$ cat config.mk
export PLATFORM = sky130hd
export DESIGN_NAME = main_decoder
export DESIGN_NICKNAME = d
export VERILOG_FILES = /design/src/verilog/main_bus_pkg.sv /design/src/verilog/main_map_pkg.sv /design/src/verilog/main_decoder.sv
export SDC_FILE = /design/constraint.sdc
export NUM_CORES = 1
export LEC_CHECK = 0
export BUFFER_PORTS_ARGS = -buffer_cell sky130_fd_sc_hd__clkbuf_2
export CORE_MARGIN = 3
export CORE_UTILIZATION = 25
export CTS_CLUSTER_DIAMETER = 150
export DETAILED_ROUTE_END_ITERATION = 8
export GPL_TIMING_DRIVEN = 0
export PLACE_DENSITY = 0.71
export SLEW_MARGIN = 5
export SYNTH_ARGS = -nofsm -noshare
export SYNTH_HDL_FRONTEND = slang
export SYNTH_SLANG_ARGS = --single-unit
$ cat constraint.sdc
create_clock -name clk -period 1.6 [get_ports clk]
set_clock_uncertainty 0.05 [all_clocks]
set_input_delay 0.24 -clock clk [delete_from_list [all_inputs] [get_ports clk]]
set_output_delay 0.24 -clock clk [all_outputs]
set_load 0.02 [all_outputs]
$ cat src/verilog/main_bus_pkg.sv
// Main CPU bus definitions
// Widths of the Z80 bus, the banked ROM and the shared work RAM,
// plus the owner encoding of the shared RAM arbiter

`default_nettype none

package main_bus_pkg;

    localparam int addr_w      = 16;
    localparam int data_w      = 8;

    // 128 kB of program ROM behind a 3-bit bank
    localparam int rom_aw      = 17;
    localparam int bank_w      = 3;

    // 8 kB work RAM seen by both CPUs
    localparam int ram_aw      = 13;

    // Bank write bit that lets the sound CPU run
    localparam int snd_rst_bit = 4;

    // Current holder of the shared RAM
    typedef enum logic [1:0] {
        own_none,
        own_main,
        own_sub
    } owner_t;

endpackage

`default_nettype wire

$ cat src/verilog/main_map_pkg.sv
// Main CPU address map
// Page limits used by the board decoder to split the 64 kB Z80 space
// into ROM, video, work RAM, palette and bank register regions

`default_nettype none

package main_map_pkg;

    // Decoded region of one memory access
    typedef enum logic [2:0] {
        reg_none,
        reg_rom,
        reg_vram,
        reg_ram,
        reg_vctrl,
        reg_pal,
        reg_bank
    } region_t;

    // ROM sits below C000
    localparam logic [3:0] rom_top_nib  = 4'hc;

    // Video RAM at C000-DFFF
    localparam logic [2:0] vram_top3    = 3'b110;

    // Work RAM at E000-EFFF, shared with the sub CPU
    localparam logic [3:0] ram_nib      = 4'he;

    // Top page holding video control, bank register and palette
    localparam logic [3:0] io_nib       = 4'hf;

    // Video control at F000-F4FF
    localparam logic [3:0] vctrl_hi_max = 4'h4;

    // Palette at F800-FBFF, selected by A[11:10]
    localparam logic [1:0] pal_sel      = 2'b10;

    // Bank register page, write only
    localparam logic [7:0] bank_page    = 8'hf6;

endpackage

`default_nettype wire

$ cat src/verilog/main_decoder.sv
// Main CPU address decoder
// Classifies each memory access into a region and registers one-hot
// chip selects one clock after the address. Also holds the ROM bank
// register, which carries the sound CPU reset, and forms the banked
// ROM address

`default_nettype none

module main_decoder (
    input  logic                              clk,
    input  logic                              rst,
    input  logic [main_bus_pkg::addr_w-1:0]   cpu_addr,
    input  logic [main_bus_pkg::data_w-1:0]   cpu_dout,
    input  logic                              mreq_n,
    input  logic                              rfsh_n,
    input  logic                              wr_n,
    output logic                              rom_cs,
    output logic                              vram_cs,
    output logic                              vctrl_cs,
    output logic                              pal_cs,
    output logic                              ram_cs,
    output logic [main_bus_pkg::rom_aw-1:0]   rom_addr,
    output logic [main_bus_pkg::bank_w-1:0]   bank,
    output logic                              snd_rstn
);
    import main_map_pkg::*;
    import main_bus_pkg::*;

    // Address bits inside one 16 kB ROM page
    localparam int page_w = rom_aw - bank_w;

    region_t region;
    logic    mem_acc;
    logic    bank_cs;

    // Refresh cycles also pull mreq_n low
    assign mem_acc = ~mreq_n & rfsh_n;

    always_comb begin
        region = reg_none;
        if (mem_acc) begin
            if (cpu_addr[15:12] < rom_top_nib) begin
                region = reg_rom;
            end else if (cpu_addr[15:13] == vram_top3) begin
                region = reg_vram;
            end else if (cpu_addr[15:12] == ram_nib) begin
                region = reg_ram;
            end else if (cpu_addr[15:12] == io_nib && cpu_addr[11:8] <= vctrl_hi_max) begin
                region = reg_vctrl;
            end else if (cpu_addr[15:8] == bank_page) begin
                region = reg_bank;
            end else if (cpu_addr[15:12] == io_nib && cpu_addr[11:10] == pal_sel) begin
                region = reg_pal;
            end
        end
    end

    always_ff @(posedge clk or posedge rst) begin
        if (rst) begin
            rom_cs   <= 1'b0;
            vram_cs  <= 1'b0;
            vctrl_cs <= 1'b0;
            pal_cs   <= 1'b0;
            ram_cs   <= 1'b0;
            bank_cs  <= 1'b0;
        end else begin
            rom_cs   <= region == reg_rom;
            vram_cs  <= region == reg_vram;
            vctrl_cs <= region == reg_vctrl;
            pal_cs   <= region == reg_pal;
            ram_cs   <= region == reg_ram;
            // Reads of the bank page fall through to zero
            bank_cs  <= region == reg_bank && !wr_n;
        end
    end

    // Data is still held by the CPU while the strobe is high
    always_ff @(posedge clk or posedge rst) begin
        if (rst) begin
            bank     <= '0;
            snd_rstn <= 1'b0;
        end else if (bank_cs) begin
            bank     <= cpu_dout[bank_w-1:0];
            snd_rstn <= cpu_dout[snd_rst_bit];
        end
    end

    // 0000-7FFF maps to the first two pages, 8000-BFFF to the banked one
    assign rom_addr = {
        cpu_addr[addr_w-1] ? bank : {{(bank_w-1){1'b0}}, cpu_addr[page_w]},
        cpu_addr[page_w-1:0]
    };

endmodule

`default_nettype wire

==> results.toml <==
[grt]
grt_pass1_vias = 458
antenna_found_initial = 0
track_usage_pct = 9.70
grt_pass1_wl_microns = 1900
grt_max_degree = 11
grt_overflow = 0

[synthesis]
synth_common_cells = "buf_4, dfrtp_1, mux2_2"
synth_edf_count = 0
ys.flop_type = "dfrtp_1"
synth.most_common_cell = "buf_4"
yosysTopAreaCell = "dfrtp_1"
syn-instance-count = 50
syn-cell-area_sq_um = 562
ys_types = 17
synth_top_area_share_pct = 44.5
synth.top_cells.by_area = "dfrtp_1, buf_4, mux2_2, and2_2, nand3b_1"
synth-seq-area-share_pct = 44.5
syn_area_per_cell_sq_um = 11.2
syn_nets = 79
synth_warnings = 0
ys_async_sr_fraction_pct = 100
synth-seq-cells = 10

[die]
rows = 16
start_util_pct = 27.5
die_area_sq_um = 2850
die_h_microns = 53.4
core_area_sq_um = 2040
die_w_microns = 53.4
top_level_ports = 55

[pwr]
p_leak_nw = 0.472
powerDensity_nw_per_um2 = 652
peakVddDrop_v = 0.000246

[worst_setup_path]
r2r-end = "bank[1]"
cp_top_family = "flip-flops"
path_buf_inv = 1
crit_arrival_ns = 1.07
rr_worst_depth = 1
crit_required_ns = 1.31
endpoint_kind = "output port"
cp_cell_sequence = "mux2_2 > clkbuf_2"
path_max_fanout = 3
r2r_slack_ns = 0.67
start_kind = "flop"
cp_num_cells = 2
critical_path_class = "reg2out"
slowest_delay_ns = 0.39
cp_slowest_cell = "dfrtp_1"
r2r-start = "bank_cs"

[drt]
drtAntennaViolNets = 0
wl_microns = 1290
dr.pass1.iters = 4
vias = 535
viasPerCell = 4.35
post_drt_wl_per_cell_microns = 10.5
drtIter0Drc = 7
drc_errors = 0

[finish]
diodes = 0
finalInstanceArea_sq_um = 838
nets = 127
layout-drive-gt1-share_pct = 71.9
synthToLayoutAreaGrowth_pct = 49.2

[placed_design]
portBuffers = 42
dpl_cell_area_sq_um = 806
place.gp.congestion = 0.659
hpwl_microns = 1130

[worst_hold_path]
holdPathEnd = "bank_cs"
worstHoldStart = "cpu_addr[8]"
min_path_cells = 2
hold_class = "in2reg"

[clock_tree]
cts_setup_buffers = 0
htreeDepth = 1
cts_buffer_depth = 2
cts-root-buf = "clkbuf_4"
clock_latency_ns = 0.25
clock-sinks = 10
cts.repair.resized = 0
cts_tree = "done"
numCtsBuffers = 3
clk_pin_slew_worst_paths_ns = 0.05

[run]
cap_violations = 0

[timing]
fmax_ghz = 0.737
hold_violations = 0
tns_ns = 0
setup-violations-final = 0
fin_crit_ns = 1.36
slew_headroom_pct = 76.3
rsz0062_at_grt = "false"
max_slew.worst_pin.slew_ns = 0.356
whs_ns = 0.162
post-route-period-util_pct = 84.8
maxSlewViolCount = 0

[status]
status = "finished, final reports clean"
-- stage by stage --
step	setup slack [ns]	total power, mW	util [%]	instances
floorplan	0.529	0.341	-	50
detailed placement	0.416	0.397	39.5	119
global placement	0.432	0.395	39.5	119
global route	0.192	0.590	41.1	123
finish	0.243	0.546	41.1	123
CTS	0.233	0.557	41.1	123
-- power by group --
| part | internal [mW] | total [mW] | switching, mW | leakage [nW] |
|---|---|---|---|---|
| combinational | 0.0627 | 0.135 | 0.0724 | 0.319 |
| sequential | 0.257 | 0.258 | 0.00148 | 0.139 |
| clock | 0.0858 | 0.153 | 0.0674 | 0.0138 |
| total | 0.405 | 0.546 | 0.141 | 0.472 |
-- sequential cells by signal, summed over array words and instances (netlist names) --
| register | flops |
|---|---|
| pal_cs | 1 |
| vram_cs | 1 |
| rom_cs | 1 |
| bank | 3 |
| ram_cs | 1 |
| bank_cs | 1 |
| vctrl_cs | 1 |
| snd_rstn | 1 |
-- how the worst max path moves through the flow --
stage	from	to	slack [ns]
after CTS	bank[0]	rom_addr[14]	0.23
after global placement	cpu_addr[15]	rom_addr[14]	0.43
after detailed placement	cpu_addr[15]	rom_addr[14]	0.42
after global routing	bank[0]	rom_addr[14]	0.19
final	bank[0]	rom_addr[14]	0.24
after floorplan	bank[0]	rom_addr[14]	0.53
-- final cells by class --
class | instances | area (sq um)
Buffer | 14 | 105
Clock buffer | 3 | 22.5
Fill cell | 213 | 1200
Inverter | 1 | 3.75
Multi-Input combinational cell | 25 | 203
Sequential cell | 10 | 250
Tap cell | 27 | 33.8
Timing Repair Buffer | 43 | 220
-- kinds of logic (layout without fill, tap and decap cells) --
| family | Yosys count | count (layout) | share of synthesized area (%) |
|---|---|---|---|
| simple gates | 16 | 16 | 20.5 |
| buf+inv | 15 | 61 | 19.4 |
| flops | 10 | 10 | 44.5 |
| mux | 5 | 5 | 10.0 |
| compound gates | 4 | 4 | 5.57 |
-- what timing repair did --
| item | CTS | global route |
|---|---|---|
| hold buffers | 1 | 0 |
| endpoints found under the setup margin | 0 | 0 |
| hold endpoints to repair | 10 | 0 |
-- layout by cell type, fill, tap and decap left out, drive strengths merged --
cell	Yosys	routed
clkbuf	0	45
buf	14	14
dfrtp	10	10
mux2	5	5
nor2	4	4
nand3b	2	2
nand2b	2	2
nand4	2	2
and2	2	2
and4b	1	1
o2111ai	1	1
a41o	1	1
a21oi	1	1
nand4b	1	1
o31ai	1	1
nand3	1	1
nor4	1	1
inv	1	1
dlygate4sd3	0	1
-- per-layer routing --
metal | vias to the layer above | GRT usage [%] | wire [microns]
met3 | 4 | 2.82 | 217
li1 | 261 | - | -
met5 | - | 0 | 0
met1 | 220 | 12.9 | 530
met4 | 0 | 7.66 | 31
met2 | 50 | 12.7 | 507
Power figures use the tool's default switching activity.
